$ cat src/uart_pkg.sv
// register map, LCR/LSR/IER bit positions, interrupt ids and baud rate table
package uart_pkg;

    localparam logic [11:0] ADDR_TDR = 12'h000;
    localparam logic [11:0] ADDR_RDR = 12'h004;
    localparam logic [11:0] ADDR_LCR = 12'h008;
    localparam logic [11:0] ADDR_LSR = 12'h00C;
    localparam logic [11:0] ADDR_IER = 12'h010;
    localparam logic [11:0] ADDR_IIR = 12'h014;

    // LCR_BAUD is the low bit of the 3-bit baud select field
    localparam int LCR_BAUD  = 0;
    localparam int LCR_PEN   = 3;
    localparam int LCR_PODD  = 4;
    localparam int LCR_STOP2 = 5;

    localparam int LSR_TX_DONE = 0;
    localparam int LSR_DR      = 1;
    localparam int LSR_PE      = 2;
    localparam int LSR_FE      = 3;
    localparam int LSR_THRE    = 4;
    localparam int LSR_OE      = 5;

    localparam int IER_RDA  = 0;
    localparam int IER_THRE = 1;
    localparam int IER_RLS  = 2;

    typedef enum logic [2:0] {
        INTR_NONE = 3'b001,
        INTR_THRE = 3'b010,
        INTR_RDA  = 3'b100,
        INTR_RLS  = 3'b110
    } intr_id_e;

    localparam int unsigned BAUD_TABLE [8] = '{
        9600, 19200, 38400, 57600, 115200, 230400, 460800, 921600
    };

endpackage

$ cat src/apb_slave.sv
// APB slave with address decode, LCR and IER storage, access strobes and read mux
`timescale 1ns/1ps
module apb_slave (
    input  logic        clk,
    input  logic        preset_n,
    input  logic        psel_i,
    input  logic        penable_i,
    input  logic        pwrite_i,
    input  logic [11:0] paddr_i,
    input  logic [31:0] pwdata_i,
    output logic        pready_o,
    output logic        pslverr_o,
    output logic [31:0] prdata_o,
    input  logic [7:0]  rdr_i,
    input  logic [5:0]  lsr_i,
    input  logic [2:0]  iir_i,
    output logic [5:0]  lcr_o,
    output logic [2:0]  ier_o,
    output logic [7:0]  tdr_data_o,
    output logic        tdr_write_o,
    output logic        rdr_read_o,
    output logic        lsr_read_o,
    output logic        iir_read_o
);
    logic access, hit_tdr, hit_rdr, hit_lcr, hit_lsr, hit_ier, hit_iir;
    logic bad_access, wr_ok, rd_ok;

    assign access  = psel_i & penable_i;
    assign hit_tdr = (paddr_i == uart_pkg::ADDR_TDR);
    assign hit_rdr = (paddr_i == uart_pkg::ADDR_RDR);
    assign hit_lcr = (paddr_i == uart_pkg::ADDR_LCR);
    assign hit_lsr = (paddr_i == uart_pkg::ADDR_LSR);
    assign hit_ier = (paddr_i == uart_pkg::ADDR_IER);
    assign hit_iir = (paddr_i == uart_pkg::ADDR_IIR);

    // unmapped, or a write to a status register
    assign bad_access = ~(hit_tdr | hit_rdr | hit_lcr | hit_lsr | hit_ier | hit_iir)
                      | (pwrite_i & (hit_rdr | hit_lsr | hit_iir));
    assign wr_ok = access & pwrite_i & ~bad_access;
    assign rd_ok = access & ~pwrite_i & ~bad_access;

    // zero wait states
    assign pready_o  = 1'b1;
    assign pslverr_o = access & bad_access;

    assign tdr_data_o  = pwdata_i[7:0];
    assign tdr_write_o = wr_ok & hit_tdr;
    assign rdr_read_o  = rd_ok & hit_rdr;
    assign lsr_read_o  = rd_ok & hit_lsr;
    assign iir_read_o  = rd_ok & hit_iir;

    always_ff @(posedge clk or negedge preset_n) begin
        if (!preset_n) begin
            lcr_o <= '0;
            ier_o <= '0;
        end else if (wr_ok) begin
            if (hit_lcr) lcr_o <= pwdata_i[5:0];
            if (hit_ier) ier_o <= pwdata_i[2:0];
        end
    end

    always_comb begin
        case (paddr_i)
            uart_pkg::ADDR_RDR: prdata_o = {24'b0, rdr_i};
            uart_pkg::ADDR_LCR: prdata_o = {26'b0, lcr_o};
            uart_pkg::ADDR_LSR: prdata_o = {26'b0, lsr_i};
            uart_pkg::ADDR_IER: prdata_o = {29'b0, ier_o};
            uart_pkg::ADDR_IIR: prdata_o = {29'b0, iir_i};
            default:            prdata_o = '0;
        endcase
    end

endmodule

$ cat src/apb_uart.sv
// APB UART top level wiring the bus slave, baud generator, serial engines and status
`timescale 1ns/1ps
module apb_uart #(
    parameter int SYSTEM_FREQUENCY = 100000000,
    parameter int SAMPLING_RATE    = 16
) (
    input  logic        clk,
    input  logic        preset_n,
    input  logic        psel_i,
    input  logic        penable_i,
    input  logic        pwrite_i,
    input  logic [11:0] paddr_i,
    input  logic [31:0] pwdata_i,
    output logic        pready_o,
    output logic        pslverr_o,
    output logic [31:0] prdata_o,
    output logic        irq_o,
    output logic        tx_o,
    input  logic        rx_i
);
    logic [5:0] lcr;
    logic [2:0] ier, iir;
    logic [7:0] tdr_data, rdr, rx_data;
    logic [5:0] lsr;
    logic       tdr_write, rdr_read, lsr_read;
    logic       sample_tick, bit_tick, tx_busy, tx_done;
    logic       rx_valid, parity_err, frame_err;

    apb_slave u_apb (
        .clk         (clk),
        .preset_n    (preset_n),
        .psel_i      (psel_i),
        .penable_i   (penable_i),
        .pwrite_i    (pwrite_i),
        .paddr_i     (paddr_i),
        .pwdata_i    (pwdata_i),
        .pready_o    (pready_o),
        .pslverr_o   (pslverr_o),
        .prdata_o    (prdata_o),
        .rdr_i       (rdr),
        .lsr_i       (lsr),
        .iir_i       (iir),
        .lcr_o       (lcr),
        .ier_o       (ier),
        .tdr_data_o  (tdr_data),
        .tdr_write_o (tdr_write),
        .rdr_read_o  (rdr_read),
        .lsr_read_o  (lsr_read),
        // IIR is derived live, a read clears nothing
        .iir_read_o  ()
    );

    baud_generator #(
        .SYSTEM_FREQUENCY (SYSTEM_FREQUENCY),
        .SAMPLING_RATE    (SAMPLING_RATE)
    ) u_baud (
        .clk           (clk),
        .preset_n      (preset_n),
        .baud_sel_i    (lcr[uart_pkg::LCR_BAUD +: 3]),
        .sample_tick_o (sample_tick),
        .bit_tick_o    (bit_tick)
    );

    uart_tx u_tx (
        .clk          (clk),
        .preset_n     (preset_n),
        .bit_tick_i   (bit_tick),
        .tx_start_i   (tdr_write),
        .tx_data_i    (tdr_data),
        .parity_en_i  (lcr[uart_pkg::LCR_PEN]),
        .parity_odd_i (lcr[uart_pkg::LCR_PODD]),
        .stop2_i      (lcr[uart_pkg::LCR_STOP2]),
        .tx_o         (tx_o),
        .tx_busy_o    (tx_busy),
        .tx_done_o    (tx_done)
    );

    uart_rx #(
        .SAMPLING_RATE (SAMPLING_RATE)
    ) u_rx (
        .clk           (clk),
        .preset_n      (preset_n),
        .sample_tick_i (sample_tick),
        .rx_i          (rx_i),
        .parity_en_i   (lcr[uart_pkg::LCR_PEN]),
        .parity_odd_i  (lcr[uart_pkg::LCR_PODD]),
        .stop2_i       (lcr[uart_pkg::LCR_STOP2]),
        .rx_data_o     (rx_data),
        .rx_valid_o    (rx_valid),
        .parity_err_o  (parity_err),
        .frame_err_o   (frame_err)
    );

    line_status_ctrl u_lsc (
        .clk          (clk),
        .preset_n     (preset_n),
        .rx_data_i    (rx_data),
        .rx_valid_i   (rx_valid),
        .parity_err_i (parity_err),
        .frame_err_i  (frame_err),
        .tx_start_i   (tdr_write),
        .tx_done_i    (tx_done),
        .rdr_read_i   (rdr_read),
        .lsr_read_i   (lsr_read),
        .ier_i        (ier),
        .rdr_o        (rdr),
        .lsr_o        (lsr),
        .iir_o        (iir),
        .irq_o        (irq_o)
    );

endmodule

$ cat src/baud_generator.sv
// baud rate divider producing the oversampling tick and the bit tick
`timescale 1ns/1ps
module baud_generator #(
    parameter int SYSTEM_FREQUENCY = 100000000,
    parameter int SAMPLING_RATE    = 16
) (
    input  logic       clk,
    input  logic       preset_n,
    input  logic [2:0] baud_sel_i,
    output logic       sample_tick_o,
    output logic       bit_tick_o
);
    // slowest rate sets the counter width
    localparam int CNT_W = $clog2(SYSTEM_FREQUENCY /
                                  (uart_pkg::BAUD_TABLE[0] * SAMPLING_RATE) + 1);
    localparam int OVS_W = $clog2(SAMPLING_RATE + 1);

    logic [CNT_W-1:0] div_table [8];
    logic [CNT_W-1:0] smp_cnt;
    logic [OVS_W-1:0] ovs_cnt;
    logic [2:0]       sel_q;
    logic             restart;

    for (genvar i = 0; i < 8; i++) begin : g_div
        assign div_table[i] = CNT_W'(SYSTEM_FREQUENCY /
                                     (uart_pkg::BAUD_TABLE[i] * SAMPLING_RATE));
    end

    assign restart       = (baud_sel_i != sel_q);
    assign sample_tick_o = ~restart && (smp_cnt == div_table[baud_sel_i] - 1'b1);
    assign bit_tick_o    = sample_tick_o && (ovs_cnt == OVS_W'(SAMPLING_RATE - 1));

    always_ff @(posedge clk or negedge preset_n) begin
        if (!preset_n) begin
            sel_q   <= '0;
            smp_cnt <= '0;
            ovs_cnt <= '0;
        end else if (restart) begin
            sel_q   <= baud_sel_i;
            smp_cnt <= '0;
            ovs_cnt <= '0;
        end else if (sample_tick_o) begin
            smp_cnt <= '0;
            ovs_cnt <= bit_tick_o ? '0 : ovs_cnt + 1'b1;
        end else begin
            smp_cnt <= smp_cnt + 1'b1;
        end
    end

endmodule

$ cat src/line_status_ctrl.sv
// receive data register, sticky line status bits and prioritised interrupt id
`timescale 1ns/1ps
module line_status_ctrl (
    input  logic       clk,
    input  logic       preset_n,
    input  logic [7:0] rx_data_i,
    input  logic       rx_valid_i,
    input  logic       parity_err_i,
    input  logic       frame_err_i,
    input  logic       tx_start_i,
    input  logic       tx_done_i,
    input  logic       rdr_read_i,
    input  logic       lsr_read_i,
    input  logic [2:0] ier_i,
    output logic [7:0] rdr_o,
    output logic [5:0] lsr_o,
    output logic [2:0] iir_o,
    output logic       irq_o
);
    logic               tx_done_q, dr_q, pe_q, fe_q, thre_q, oe_q;
    uart_pkg::intr_id_e iir;

    always_ff @(posedge clk) begin
        if (rx_valid_i) rdr_o <= rx_data_i;
    end

    // set has priority over clear throughout
    always_ff @(posedge clk or negedge preset_n) begin
        if (!preset_n) begin
            tx_done_q <= 1'b0;
            dr_q      <= 1'b0;
            pe_q      <= 1'b0;
            fe_q      <= 1'b0;
            thre_q    <= 1'b1;
            oe_q      <= 1'b0;
        end else begin
            if (tx_done_i)                  tx_done_q <= 1'b1;
            else if (lsr_read_i)            tx_done_q <= 1'b0;
            if (rx_valid_i)                 dr_q      <= 1'b1;
            else if (rdr_read_i)            dr_q      <= 1'b0;
            if (rx_valid_i && parity_err_i) pe_q      <= 1'b1;
            else if (lsr_read_i)            pe_q      <= 1'b0;
            if (rx_valid_i && frame_err_i)  fe_q      <= 1'b1;
            else if (lsr_read_i)            fe_q      <= 1'b0;
            if (rx_valid_i && dr_q)         oe_q      <= 1'b1;
            else if (lsr_read_i)            oe_q      <= 1'b0;
            if (tx_done_i)                  thre_q    <= 1'b1;
            else if (tx_start_i)            thre_q    <= 1'b0;
        end
    end

    always_comb begin
        lsr_o = '0;
        lsr_o[uart_pkg::LSR_TX_DONE] = tx_done_q;
        lsr_o[uart_pkg::LSR_DR]      = dr_q;
        lsr_o[uart_pkg::LSR_PE]      = pe_q;
        lsr_o[uart_pkg::LSR_FE]      = fe_q;
        lsr_o[uart_pkg::LSR_THRE]    = thre_q;
        lsr_o[uart_pkg::LSR_OE]      = oe_q;
    end

    always_comb begin
        if (ier_i[uart_pkg::IER_RLS] && (pe_q || fe_q || oe_q)) iir = uart_pkg::INTR_RLS;
        else if (ier_i[uart_pkg::IER_RDA] && dr_q)              iir = uart_pkg::INTR_RDA;
        else if (ier_i[uart_pkg::IER_THRE] && thre_q)           iir = uart_pkg::INTR_THRE;
        else                                                    iir = uart_pkg::INTR_NONE;
    end

    assign iir_o = iir;
    assign irq_o = ~iir[0];

endmodule

$ cat src/uart_rx.sv
// oversampling receiver FSM with parity, framing and start bit checks
`timescale 1ns/1ps
module uart_rx #(
    parameter int SAMPLING_RATE = 16
) (
    input  logic       clk,
    input  logic       preset_n,
    input  logic       sample_tick_i,
    input  logic       rx_i,
    input  logic       parity_en_i,
    input  logic       parity_odd_i,
    input  logic       stop2_i,
    output logic [7:0] rx_data_o,
    output logic       rx_valid_o,
    output logic       parity_err_o,
    output logic       frame_err_o
);
    localparam int CNT_W = $clog2(SAMPLING_RATE + 1);
    localparam logic [CNT_W-1:0] HALF = CNT_W'(SAMPLING_RATE / 2 - 1);
    localparam logic [CNT_W-1:0] FULL = CNT_W'(SAMPLING_RATE - 1);

    typedef enum logic [2:0] {IDLE, START, DATA, PARITY, STOP} rx_state_e;

    rx_state_e        state;
    logic             rx_meta, rx_sync, rx_last;
    logic [CNT_W-1:0] tick_cnt;
    logic [2:0]       bit_cnt;
    logic [7:0]       shift_q;
    logic             par_q, par_err_q, second_stop, mid_bit;

    assign mid_bit      = sample_tick_i && (tick_cnt == FULL);
    assign rx_data_o    = shift_q;
    assign parity_err_o = par_err_q;

    always_ff @(posedge clk or negedge preset_n) begin
        if (!preset_n) begin
            rx_meta <= 1'b1;
            rx_sync <= 1'b1;
        end else begin
            rx_meta <= rx_i;
            rx_sync <= rx_meta;
        end
    end

    always_ff @(posedge clk or negedge preset_n) begin
        if (!preset_n) begin
            state       <= IDLE;
            rx_last     <= 1'b1;
            tick_cnt    <= '0;
            bit_cnt     <= '0;
            shift_q     <= '0;
            par_q       <= 1'b0;
            par_err_q   <= 1'b0;
            second_stop <= 1'b0;
            rx_valid_o  <= 1'b0;
            frame_err_o <= 1'b0;
        end else begin
            rx_valid_o <= 1'b0;
            if (sample_tick_i) rx_last <= rx_sync;
            if (sample_tick_i && state inside {DATA, PARITY, STOP}) begin
                tick_cnt <= mid_bit ? '0 : tick_cnt + 1'b1;
            end
            case (state)
                IDLE: if (sample_tick_i && rx_last && !rx_sync) begin
                    tick_cnt <= '0;
                    state    <= START;
                end
                START: if (sample_tick_i) begin
                    if (tick_cnt == HALF) begin
                        // glitch, line back high by mid start bit
                        tick_cnt    <= '0;
                        bit_cnt     <= '0;
                        par_q       <= parity_odd_i;
                        par_err_q   <= 1'b0;
                        second_stop <= 1'b0;
                        state       <= rx_sync ? IDLE : DATA;
                    end else begin
                        tick_cnt <= tick_cnt + 1'b1;
                    end
                end
                DATA: if (mid_bit) begin
                    shift_q <= {rx_sync, shift_q[7:1]};
                    par_q   <= par_q ^ rx_sync;
                    bit_cnt <= bit_cnt + 1'b1;
                    if (bit_cnt == 3'd7) state <= parity_en_i ? PARITY : STOP;
                end
                PARITY: if (mid_bit) begin
                    par_err_q <= par_q ^ rx_sync;
                    state     <= STOP;
                end
                STOP: if (mid_bit) begin
                    if (!second_stop) begin
                        rx_valid_o  <= 1'b1;
                        frame_err_o <= ~rx_sync;
                    end
                    // second stop bit is skipped, not checked
                    if (stop2_i && !second_stop) second_stop <= 1'b1;
                    else                         state       <= IDLE;
                end
                default: state <= IDLE;
            endcase
        end
    end

endmodule

$ cat src/uart_tx.sv
// serial transmitter FSM with optional parity and one or two stop bits
`timescale 1ns/1ps
module uart_tx (
    input  logic       clk,
    input  logic       preset_n,
    input  logic       bit_tick_i,
    input  logic       tx_start_i,
    input  logic [7:0] tx_data_i,
    input  logic       parity_en_i,
    input  logic       parity_odd_i,
    input  logic       stop2_i,
    output logic       tx_o,
    output logic       tx_busy_o,
    output logic       tx_done_o
);
    typedef enum logic [2:0] {IDLE, START, DATA, PARITY, STOP} tx_state_e;

    tx_state_e  state;
    logic [7:0] shift_q;
    logic [2:0] bit_cnt;
    logic       pending, par_q, pen_q, stop2_q, stop_last;

    assign tx_busy_o = pending | (state != IDLE);

    always_ff @(posedge clk or negedge preset_n) begin
        if (!preset_n) begin
            state     <= IDLE;
            shift_q   <= '0;
            bit_cnt   <= '0;
            pending   <= 1'b0;
            par_q     <= 1'b0;
            pen_q     <= 1'b0;
            stop2_q   <= 1'b0;
            stop_last <= 1'b0;
            tx_o      <= 1'b1;
            tx_done_o <= 1'b0;
        end else begin
            tx_done_o <= 1'b0;
            case (state)
                IDLE: begin
                    if (pending && bit_tick_i) begin
                        pending <= 1'b0;
                        tx_o    <= 1'b0;
                        state   <= START;
                    end else if (tx_start_i && !pending) begin
                        // frame settings held for the whole frame
                        pending <= 1'b1;
                        shift_q <= tx_data_i;
                        par_q   <= parity_odd_i;
                        pen_q   <= parity_en_i;
                        stop2_q <= stop2_i;
                    end
                end
                START: if (bit_tick_i) begin
                    tx_o    <= shift_q[0];
                    par_q   <= par_q ^ shift_q[0];
                    shift_q <= shift_q >> 1;
                    bit_cnt <= '0;
                    state   <= DATA;
                end
                DATA: if (bit_tick_i) begin
                    if (bit_cnt == 3'd7) begin
                        stop_last <= 1'b0;
                        tx_o      <= pen_q ? par_q : 1'b1;
                        state     <= pen_q ? PARITY : STOP;
                    end else begin
                        tx_o    <= shift_q[0];
                        par_q   <= par_q ^ shift_q[0];
                        shift_q <= shift_q >> 1;
                        bit_cnt <= bit_cnt + 1'b1;
                    end
                end
                PARITY: if (bit_tick_i) begin
                    tx_o  <= 1'b1;
                    state <= STOP;
                end
                STOP: if (bit_tick_i) begin
                    if (stop2_q && !stop_last) begin
                        stop_last <= 1'b1;
                    end else begin
                        tx_done_o <= 1'b1;
                        state     <= IDLE;
                    end
                end
                default: state <= IDLE;
            endcase
        end
    end

endmodule
$ cat config.mk
export PLATFORM = sky130hd
export DESIGN_NAME = apb_uart
export DESIGN_NICKNAME = d
export VERILOG_FILES = /design/src/uart_pkg.sv /design/src/apb_slave.sv /design/src/apb_uart.sv /design/src/baud_generator.sv /design/src/line_status_ctrl.sv /design/src/uart_rx.sv /design/src/uart_tx.sv
export SDC_FILE = /design/constraint.sdc
export NUM_CORES = 1
export LEC_CHECK = 0
export BUFFER_PORTS_ARGS = -buffer_cell sky130_fd_sc_hd__buf_2
export CAP_MARGIN = 20
export CORE_UTILIZATION = 52
export CTS_CLUSTER_DIAMETER = 150
export DETAILED_ROUTE_END_ITERATION = 8
export PLACE_DENSITY_LB_ADDON = 0.12
export SLEW_MARGIN = 20
export SYNTH_ARGS = -nofsm -noshare
export SYNTH_HDL_FRONTEND = slang
export SYNTH_HIERARCHICAL = 1
export SYNTH_SLANG_ARGS = --single-unit
$ cat constraint.sdc
create_clock -name clk -period 3.9 [get_ports clk]
set_input_delay 0.39 -clock clk [delete_from_list [all_inputs] [get_ports clk]]
set_output_delay 0.39 -clock clk [all_outputs]
set_load 0.1 [all_outputs]
==> metrics.txt, run 1 <==
CP endpoint kind flop; Worst-path clk slew 0.09 ns; global route overflow 0; Tot Pwr roughly 2.0 mW; # rows 37; DR DRC count 0; Nets about 600; n_diodes 0; share of layout cells above drive strength 1 0.267; pre-CTS setup slack around 0.19 ns; vias in the first global route between 3000 and 4000; Synth Instances around 520; core area roughly 10000 µm²; power share of the combinational group 0.160; Hold Vio Cnt, Final 0; Flop pwr share 0.510; R2R setup slack ~0.34 ns; CP Launch Type flop; Post-Place Cells around 660; fin crit period ~3.6 ns; GP Congestion between 0.8 and 0.9; fin util 0.563; Post-DRT Antenna Nets 0; Setup Buffers After CTS 0; Via density 5.55; Design Area, Final ~5800 µm²; TritonCTS clock tree yes; final-report setup violation count 0; first-pass GRT wire length 17.6 mm; initial core utilization 0.534; WL/cell 15.0 µm; Int Power 1.39 mW; dpl cell area about 5600 µm²; final setup margin around 0.34 ns; Net Switching approximately 0.63 mW; CTS Sinks just under 90; HP Class in2async; Die W 105 µm; Clk Latency, worst-skew pair about 0.37 ns; status completed; Worst Path Required 4.16 ns; initial drt markers around 230; Least-Margin Pin Slew about 0.74 ns; GRT Util Overall 0.199; Synth warnings 6; Post-CTS Hold Buffers 0; Max Cap Viol 0; total CTS buffers 9; Pre-Repair DR Iteration Count 4; deepest level of the CTS H-tree 3; I/O pin cnt 86; Worst slew margin 0.510; critical path class reg2reg; VDD IR-drop max around 0.23 mV; hpwl dp about 7.4 mm; Fillers 917; fmax approximately 0.28 GHz; die extent in y 105 µm; power density cells 348 nW/µm²; Root Driver clkbuf_8; DRT Wirelength about 10 mm; antenna violations before repair 0; worst hold slack 0.0453 ns; Die ar. roughly 11000 µm²; crit-path max FO 9; Sw Ratio 0.311; RSZ-0062 raised after global routing false; post-CTS sizing 0; Lkg Pwr roughly 2.7 nW; mapped cell area about 5500 µm²; Synth Area per Inst approximately 11 µm²; port buffer count 36; Max clock buf depth 2; Slew Viols, Final 0; TNS Setup 0 ns; routed vias about 3800; pin count of the biggest net entering global routing just over 80; Clock power frac 0.330; Layout Cells excl Fill 680; Layout area overhead 5.40%; Final Skew 0.0119 ns; data arrival time of the worst path between 3 and 4 ns; Period Utilization, post-route 0.912
-- critical path, stage by stage, from the launching register on --
cell and delay, ns:
dfrtp_1 0.36, inv_1 0.07, ha_1 0.29, nand2b_1 0.14, nand2_1 0.06, ha_1 0.24
and4b_2 0.23, a41oi_1 0.25, xnor2_1 0.16, nand3_1 0.11, or2_1 0.35, nor3_2 0.23
buf_4 0.20, a211oi_1 0.11, or2_4 0.34, mux2_4 0.32
-- area by class of cell --
| cell class | instances | area, µm² | area share |
|---|---|---|---|
| Multi-Input combinational cell | 375 | 2800 | 0.484 |
| Sequential cell | 89 | 2270 | 0.393 |
| Timing Repair Buffer | 47 | 269 | 0.0465 |
| Tap cell | 136 | 170 | 0.0294 |
| Clock buffer | 9 | 124 | 0.0214 |
| Clock inverter | 7 | 83.8 | 0.0145 |
| Inverter | 17 | 66.3 | 0.0115 |
-- path summary, 6_finish.rpt --
check                          startpoint  cells past startpoint              end
setup / recovery           u_apb/lcr_o[0]                     15  u_tx/shift_q[1]
hold / removal                   preset_n                      1  u_tx/bit_cnt[1]
setup reg to reg           u_apb/lcr_o[0]                     15  u_tx/shift_q[1]
hold reg to reg              u_rx/rx_meta                      0     u_rx/rx_sync
max in group asynchronous        preset_n                      1  u_lsc/tx_done_q
min in group clk                     rx_i                      1     u_rx/rx_meta
-- state kept, by name, indices dropped and copies added (netlist names), 3 cells and up --
register,count
u_baud/ovs_cnt,5
u_tx/shift_q,8
u_baud/sel_q,3
u_apb/ier_o,3
u_rx/rx_data_o,8
u_tx/state,3
u_baud/smp_cnt,10
u_tx/bit_cnt,3
u_rx/tick_cnt,5
u_rx/bit_cnt,3
u_apb/lcr_o,6
u_lsc/rdr_o,8
u_rx/state,3
-- cell usage in the layout, fill, tap and decap left out, types with 4 or more instances in the layout --
| master | count |
|---|---|
| nand2b_1 | 11 |
| buf_2 | 35 |
| nor2b_1 | 6 |
| edfxtp_1 | 8 |
| nor3_1 | 5 |
| xor2_1 | 10 |
| buf_4 | 11 |
| dfrtp_1 | 76 |
| inv_1 | 16 |
| ha_1 | 13 |
| mux2_4 | 6 |
| conb_1 | 25 |
| mux2_2 | 37 |
| clkbuf_8 | 9 |
| and3_1 | 7 |
| nand4_1 | 4 |
| mux2i_1 | 8 |
| nand4b_1 | 4 |
| xnor2_1 | 10 |
| a21oi_1 | 12 |
| nand2_1 | 30 |
| o21ai_1 | 9 |
| dfstp_2 | 5 |
| nand3_1 | 16 |
| a22oi_1 | 6 |
| o221ai_1 | 4 |
| a22o_1 | 6 |
| o21ai_0 | 15 |
| nor2_1 | 34 |
| a21o_1 | 9 |
-- power groups by stage --
stage	combinational (mW)	sequential, mW	clock (mW)
floorplan	0.286	1.03	0
CTS	0.325	1.03	0.691
detailed placement	0.322	1.04	0
global placement	0.316	1.04	0
finish	0.322	1.03	0.663
global route	0.352	1.03	0.727
-- metal layers --
layer  up-vias  track usage  part of all wire
li1       1858            -                 -
met1      1855        0.251              0.45
met2        50        0.342              0.50
met3        11       0.0505             0.032
met4         0       0.0483            0.0096
met5         -            0                 0
No activity file was read; power rests on OpenSTA's default activity.
==> inputs of run 2 (changes only) <==
--- a/config.mk
+++ b/config.mk
@@ -7,7 +7,8 @@
 export LEC_CHECK = 0
 export BUFFER_PORTS_ARGS = -buffer_cell sky130_fd_sc_hd__buf_2
 export CAP_MARGIN = 20
-export CORE_UTILIZATION = 52
+export CORE_UTILIZATION = 54
+export CTS_BUF_LIST = sky130_fd_sc_hd__clkbuf_4 sky130_fd_sc_hd__clkbuf_8
 export CTS_CLUSTER_DIAMETER = 150
 export DETAILED_ROUTE_END_ITERATION = 8
 export PLACE_DENSITY_LB_ADDON = 0.12
==> run 2 against run 1 <==
Net effect:
- critical path depth stayed put
- non-clock buffer count is the same
- final cell count decreased by 0.44%
- register-to-register slack about the same
- first-iteration DRC count fell by 11%
- clock power decreased by 5.6%
- wire length increased by 0.52%
- final area fell by 0.30%
- utilization rose by 2.4 points
- critical path type unchanged
- largest cell class unchanged
==> metrics.txt, run 2 (synthesis results as in run 1) <==
status completed (unchanged); die extent in y 103 µm (was 105 µm); port buffer count 36 (unchanged); data arrival time of the worst path 3.81 ns (about the same); Pre-Repair DR Iteration Count 4 (unchanged); commonest non-fill, non-tap cell in the layout dfrtp_1 (unchanged); crit-path max FO 9 (unchanged); Via density 5.61 (was 5.55); pin count of the biggest net entering global routing 82 (unchanged); global route overflow 0 (unchanged); slowest stage delay, CP 0.39 ns (was 0.36 ns); power density cells 342 nW/µm² (was 348 nW/µm²); Die ar. 10600 µm² (was 11000 µm²); WL/cell 15.1 µm (was 15.0 µm); Hold Vio Cnt, Final 0 (unchanged); TritonCTS clock tree yes (unchanged); Lkg Pwr 2.67 nW (was 2.68 nW); max reg flops 10 (unchanged); RSZ-0062 raised after global routing false (unchanged); Max clock buf depth 2 (unchanged); deepest level of the CTS H-tree 3 (unchanged); CTS Sinks 89 (unchanged); vias in the first global route 3506 (was 3720); Clock power frac 0.317 (was 0.330); Post-CTS Hold Buffers 0 (unchanged); DRT Wirelength 10.3 mm (was 10.2 mm); Int Power 1.33 mW (was 1.39 mW); CP endpoint kind flop (unchanged); core area 9820 µm² (was 10300 µm²); CP max-delay cell dfrtp_1 (unchanged); initial core utilization 0.559 (was 0.534); fmax 0.282 GHz (was 0.281 GHz); Nets 602 (unchanged); n_diodes 0 (unchanged); I/O pin cnt 86 (unchanged); Final Skew 0.0103 ns (was 0.0119 ns); hpwl dp 7.42 mm (was 7.39 mm); total CTS buffers 9 (unchanged); crit path cell chain inv_1 > ha_1 > nand2b_1 > nand2_1 > ha_1 > nor4bb_1 > o21ai_0 > xor2_1 > nand4_2 > or2_4 > nor3_2 > buf_4 > a211oi_1 > or2_4 > mux2_4 (was inv_1 > ha_1 > nand2b_1 > nand2_1 > ha_1 > and4b_2 > a41oi_1 > xnor2_1 > nand3_1 > or2_1 > nor3_2 > buf_4 > a211oi_1 > or2_4 > mux2_4); Net Switching 0.646 mW (was 0.625 mW); Worst Path Required 4.16 ns (about the same); Slew Viols, Final 0 (unchanged); # rows 36 (was 37); Layout area overhead 5.08% (was 5.40%); most frequent cells in the layout 76 x dfrtp_1, 37 x mux2_2, 35 x buf_2, 34 x nor2_1, 30 x nand2_1 (unchanged); Least-Margin Pin Slew 0.722 ns (was 0.735 ns); power share of the combinational group 0.164 (was 0.160); Period Utilization, post-route 0.911 (was 0.912); DR DRC count 0 (unchanged); initial drt markers 200 (was 225); Worst slew margin 0.518 (was 0.510); critical path class reg2reg (unchanged); Max Cap Viol 0 (unchanged); final-report setup violation count 0 (unchanged); CP Launch Type flop (unchanged); TNS Setup 0 ns (unchanged); HP Class in2async (unchanged); routed vias 3795 (was 3774); Post-DRT Antenna Nets 0 (unchanged); antenna violations before repair 0 (unchanged); GP Congestion 0.834 (was 0.845); Worst-path clk slew 0.10 ns (was 0.09 ns); Sw Ratio 0.327 (was 0.311); Clk Latency, worst-skew pair 0.37 ns (about the same); share of layout cells above drive strength 1 0.268 (was 0.267); VDD IR-drop max 0.232 mV (was 0.228 mV); Root Driver clkbuf_8 (unchanged); Largest Register u_baud/smp_cnt (unchanged); fin util 0.587 (was 0.563); Flop pwr share 0.518 (was 0.510); GRT Util Overall 0.211 (was 0.199); Die W 103 µm (was 105 µm); first-pass GRT wire length 17.1 mm (was 17.6 mm); fin crit period 3.55 ns (was 3.56 ns)
[run 2: cell count changes in the layout (fill, tap and decap cells not counted)]
| cell | change |
|---|---|
| bufinv_16 | -1 |
| or2_1 | -1 |
| inv_8 | +2 |
| or2_4 | +1 |
| inv_6 | -1 |
[run 2: repair_timing]
item,CTS,global route
gates resized for setup,0,3
setup buffers,0,0
endpoints found under the setup margin,0,8
[run 2: worst max-delay path, delay by kind of cell, from the launching register on]
family | cells | cell delay (ns)
buf+inv | 2 | 0.29
flops | 1 | 0.39
fa+ha+maj | 2 | 0.47
xor+xnor | 1 | 0.19
simple gates | 7 | 1.56
mux | 1 | 0.31
compound gates | 2 | 0.23
[run 2: through the flow]
step | power (mW) | cells | area [µm²] | hold WS [ns] | setup slack, ns
after floorplan | 1.32 | 541 | 5580 | 0.0944 | 0.155
after global placement | 1.36 | 661 | 5570 | 0.346 | 0.213
after detailed placement | 1.37 | 661 | 5570 | 0.349 | 0.138
after CTS | 2.00 | 677 | 5760 | 0.0876 | 0.110
after global routing | 2.07 | 677 | 5770 | 0.0774 | 0.0952
final | 1.97 | 677 | 5770 | 0.0478 | 0.349
[run 2: final timing paths]
path                                      to  slack (ns)  cells after the start           start
max                          u_tx/shift_q[3]        0.35                     15  u_apb/lcr_o[0]
min                            u_tx/state[2]        0.05                      1        preset_n
max reg2reg                  u_tx/shift_q[3]        0.35                     15  u_apb/lcr_o[0]
min reg2reg                     u_rx/rx_sync        0.36                      0    u_rx/rx_meta
max in group asynchronous  u_baud/smp_cnt[3]        3.37                      1        preset_n
min in group clk                u_rx/rx_meta        0.10                      1            rx_i
[run 2: power groups by stage]
stage                     Combinational, mW  Clock, mW  Sequential, mW
after CTS                             0.326      0.646            1.02
after detailed placement              0.324          0            1.04
after floorplan                       0.286          0            1.03
final                                 0.324      0.626            1.02
after global routing                  0.359      0.684            1.03
after global placement                0.320          0            1.04
[run 2: metal layers]
layer / share of wire / vias up / track usage
met1: 0.47 / 1843 / 0.286
met5: 0 / - / 0
met2: 0.48 / 71 / 0.331
met3: 0.030 / 18 / 0.0420
met4: 0.022 / 0 / 0.0910
li1: - / 1863 / -
[run 2: area by class of cell]
type	instances	area, µm²
inverters	17	66.3
fillers	855	4050
flip-flops and latches	89	2270
well taps	133	166
clock buffers	9	124
multi-input cells	375	2800
repair buffers	47	269
clock inverters	7	67.6
==> inputs of run 3 (changes only) <==
--- a/config.mk
+++ b/config.mk
@@ -12,6 +12,7 @@
 export CTS_CLUSTER_DIAMETER = 150
 export DETAILED_ROUTE_END_ITERATION = 8
 export PLACE_DENSITY_LB_ADDON = 0.12
+export RECOVER_POWER = 50
 export SLEW_MARGIN = 20
 export SYNTH_ARGS = -nofsm -noshare
 export SYNTH_HDL_FRONTEND = slang
==> run 3 against run 2 <==
Net effect:
- the flow now finishes with violations (capacitance limit, slew limit)
- sequential share of layout area rose by 0.069 points
- power about the same
- final cell count unchanged
- global-route usage unchanged
- sequential cell count stayed put
- register-to-register slack hardly changed
- utilization shrank 0.10 points
- highest routed layer unchanged
- critical endpoint unchanged
- non-clock buffer count stayed put
- sequential power about the same
- clock-buffer cell count unchanged
- maximum frequency is essentially flat
==> metrics.txt, run 3 (synthesis results as in run 1) <==
power density cells 343 nW/µm² (was 342 nW/µm²); core area 9820 µm² (unchanged); Fillers 859 (was 855); vias in the first global route 3506 (unchanged); Layout Cells excl Fill 677 (unchanged); Worst slew margin -0.313 (was 0.518); Max clock buf depth 2 (unchanged); # rows 36 (unchanged); min-delay src rx_i; DR DRC count 0 (unchanged); Max Cap Viol 1 (was 0); worst path bufs/invs 2 (unchanged); antenna violations before repair 0 (unchanged); Pre-Repair DR Iteration Count 4 (unchanged); Root Driver clkbuf_8 (unchanged); share of layout cells above drive strength 1 0.267 (was 0.268); total CTS buffers 9 (unchanged); Tot Pwr 1.97 mW (about the same); Period Utilization, post-route 0.910 (was 0.911); Layout area overhead 4.90% (was 5.08%); max reg flops 10 (unchanged); Post-Place Cells 661 (unchanged); CP Launch Type flop (unchanged); TritonCTS clock tree yes (unchanged); R2R setup slack 0.35 ns (about the same); I/O pin cnt 86 (unchanged); GRT Util Overall 0.211 (unchanged); Post-DRT Antenna Nets 0 (unchanged); Slew Viols, Final 82 (was 0); WHS Path Cells 1; Clk Latency, worst-skew pair 0.37 ns (about the same); CP endpoint kind flop (unchanged); FF-to-FF path depth 15 (unchanged); deepest level of the CTS H-tree 3 (unchanged); Clock power frac 0.317 (about the same); RSZ-0062 raised after global routing false (unchanged); failing checks capacitance limit, slew limit; HP Class in2reg (was in2async); global route overflow 0 (unchanged); first-pass GRT wire length 17.1 mm (unchanged); TNS Setup 0 ns (unchanged); DRT Wirelength 10.3 mm (about the same); Lkg Pwr 2.67 nW (about the same); Nets 602 (unchanged); data arrival time of the worst path 3.81 ns (about the same); n_diodes 0 (unchanged); WL/cell 15.1 µm (about the same); crit-path max FO 9 (unchanged); initial core utilization 0.559 (unchanged); Via density 5.61 (about the same); routed vias 3797 (was 3795); final-report setup violation count 0 (unchanged); Post-CTS Hold Buffers 0 (unchanged); Worst Path Required 4.16 ns (about the same); Largest Register u_baud/smp_cnt (unchanged); fin crit period 3.55 ns (about the same); commonest non-fill, non-tap cell in the layout dfrtp_1 (unchanged); Flop pwr share 0.519 (was 0.518); Hold Vio Cnt, Final 0 (unchanged); hold endpoint u_rx/rx_meta; Sw Ratio 0.327 (about the same); Least-Margin Pin Slew 1.97 ns (was 0.722 ns); Final Skew 0.0103 ns (about the same); status finished, violations left (was completed); slowest stage delay, CP 0.38 ns (was 0.39 ns); Worst-path clk slew 0.10 ns (about the same); VDD IR-drop max 0.232 mV (about the same); most frequent cells in the layout 76 x dfrtp_1, 37 x mux2_2, 35 x buf_2, 34 x nor2_1, 30 x nand2_1 (unchanged); beginning of the worst register-to-register path u_apb/lcr_o[0] (unchanged); Die W 103 µm (unchanged); crit path cell chain inv_1 > ha_1 > nand2b_1 > nand2_1 > ha_1 > nor4bb_1 > o21ai_0 > xor2_1 > nand4_2 > or2_4 > nor3_2 > buf_4 > a211oi_1 > or2_4 > mux2_4 (unchanged); initial drt markers 200 (unchanged); port buffer count 36 (unchanged); pin count of the biggest net entering global routing 82 (unchanged); fmax 0.282 GHz (about the same); die extent in y 103 µm (unchanged); GP Congestion 0.834 (unchanged); hpwl dp 7.42 mm (unchanged); CTS Sinks 89 (unchanged); CP max-delay cell dfrtp_1 (unchanged); critical path class reg2reg (unchanged); power share of the combinational group 0.164 (about the same); CP delay by family, top simple AND/OR/NAND/NOR gates (unchanged); Net Switching 0.645 mW (was 0.646 mW); Int Power 1.33 mW (about the same); Die ar. 10600 µm² (unchanged); FF-to-FF End u_tx/shift_q[3] (unchanged)
[run 3: changes by cell type in the layout (fill, tap and decap cells not counted)]
cell	previous run	this run
buf_4	11	10
buf_6	1	0
clkbuf_1	0	1
clkbuf_2	0	1
[run 3: worst reg2reg max path, stage by stage, from the launching register on]
cell,delay (ns)
dfrtp_1,0.38
inv_1,0.10
ha_1,0.25
nand2b_1,0.18
nand2_1,0.08
ha_1,0.22
nor4bb_1,0.27
o21ai_0,0.12
xor2_1,0.19
nand4_2,0.18
or2_4,0.32
nor3_2,0.19
buf_4,0.19
a211oi_1,0.11
or2_4,0.34
mux2_4,0.31
[run 3: worst max path at each step]
stage	startpoint	slack (ns)	cells after the start	endpoint
detailed placement	u_apb/lcr_o[0]	0.14	15	u_tx/shift_q[1]
global placement	u_apb/lcr_o[0]	0.21	15	u_tx/shift_q[5]
finish	u_apb/lcr_o[0]	0.35	15	u_tx/shift_q[3]
floorplan	u_apb/lcr_o[0]	0.16	18	u_tx/shift_q[1]
CTS	u_apb/lcr_o[0]	0.11	15	u_tx/shift_q[3]
global route	u_apb/lcr_o[0]	0.1	15	u_tx/shift_q[6]
[run 3: metrics by stage]
step,setup WS [ns],utilization,hold WS [ns],area (µm²)
3_5_place_dp,0.138,0.567,0.349,5570
2_1_floorplan,0.155,-,0.0944,5580
4_1_cts,0.110,0.587,0.0876,5760
5_1_grt,0.0982,0.586,0.0774,5760
6_report,0.349,0.586,0.101,5760
3_3_place_gp,0.213,0.567,0.346,5570
[run 3: timing repair]
action,CTS,global route
endpoints found under the hold margin,0,0
endpoints found under the setup margin,0,8
resized for setup,0,3
buffers inserted,0,0
[run 3: power by group through the flow]
stage                     sequential [mW]  clock [mW]  combinational (mW)
final                                1.02       0.626               0.323
after global routing                 1.03       0.684               0.358
after CTS                            1.02       0.646               0.326
after detailed placement             1.04           0               0.324
after global placement               1.04           0               0.320
after floorplan                      1.03           0               0.286
[run 3: cell type report]
class,count,area [µm²],area share
multi-input cells,375,2800,0.487
flip-flops and latches,89,2270,0.395
repair buffers,47,259,0.0450
well taps,133,166,0.0289
clock buffers,9,124,0.0215
clock inverters,7,67.6,0.0117
inverters,17,66.3,0.0115
[run 3: per-layer routing]
metal,share of wire,GRT usage
met1,0.47,0.286
met2,0.48,0.331
met3,0.032,0.0420
met4,0.022,0.0910
met5,0,0
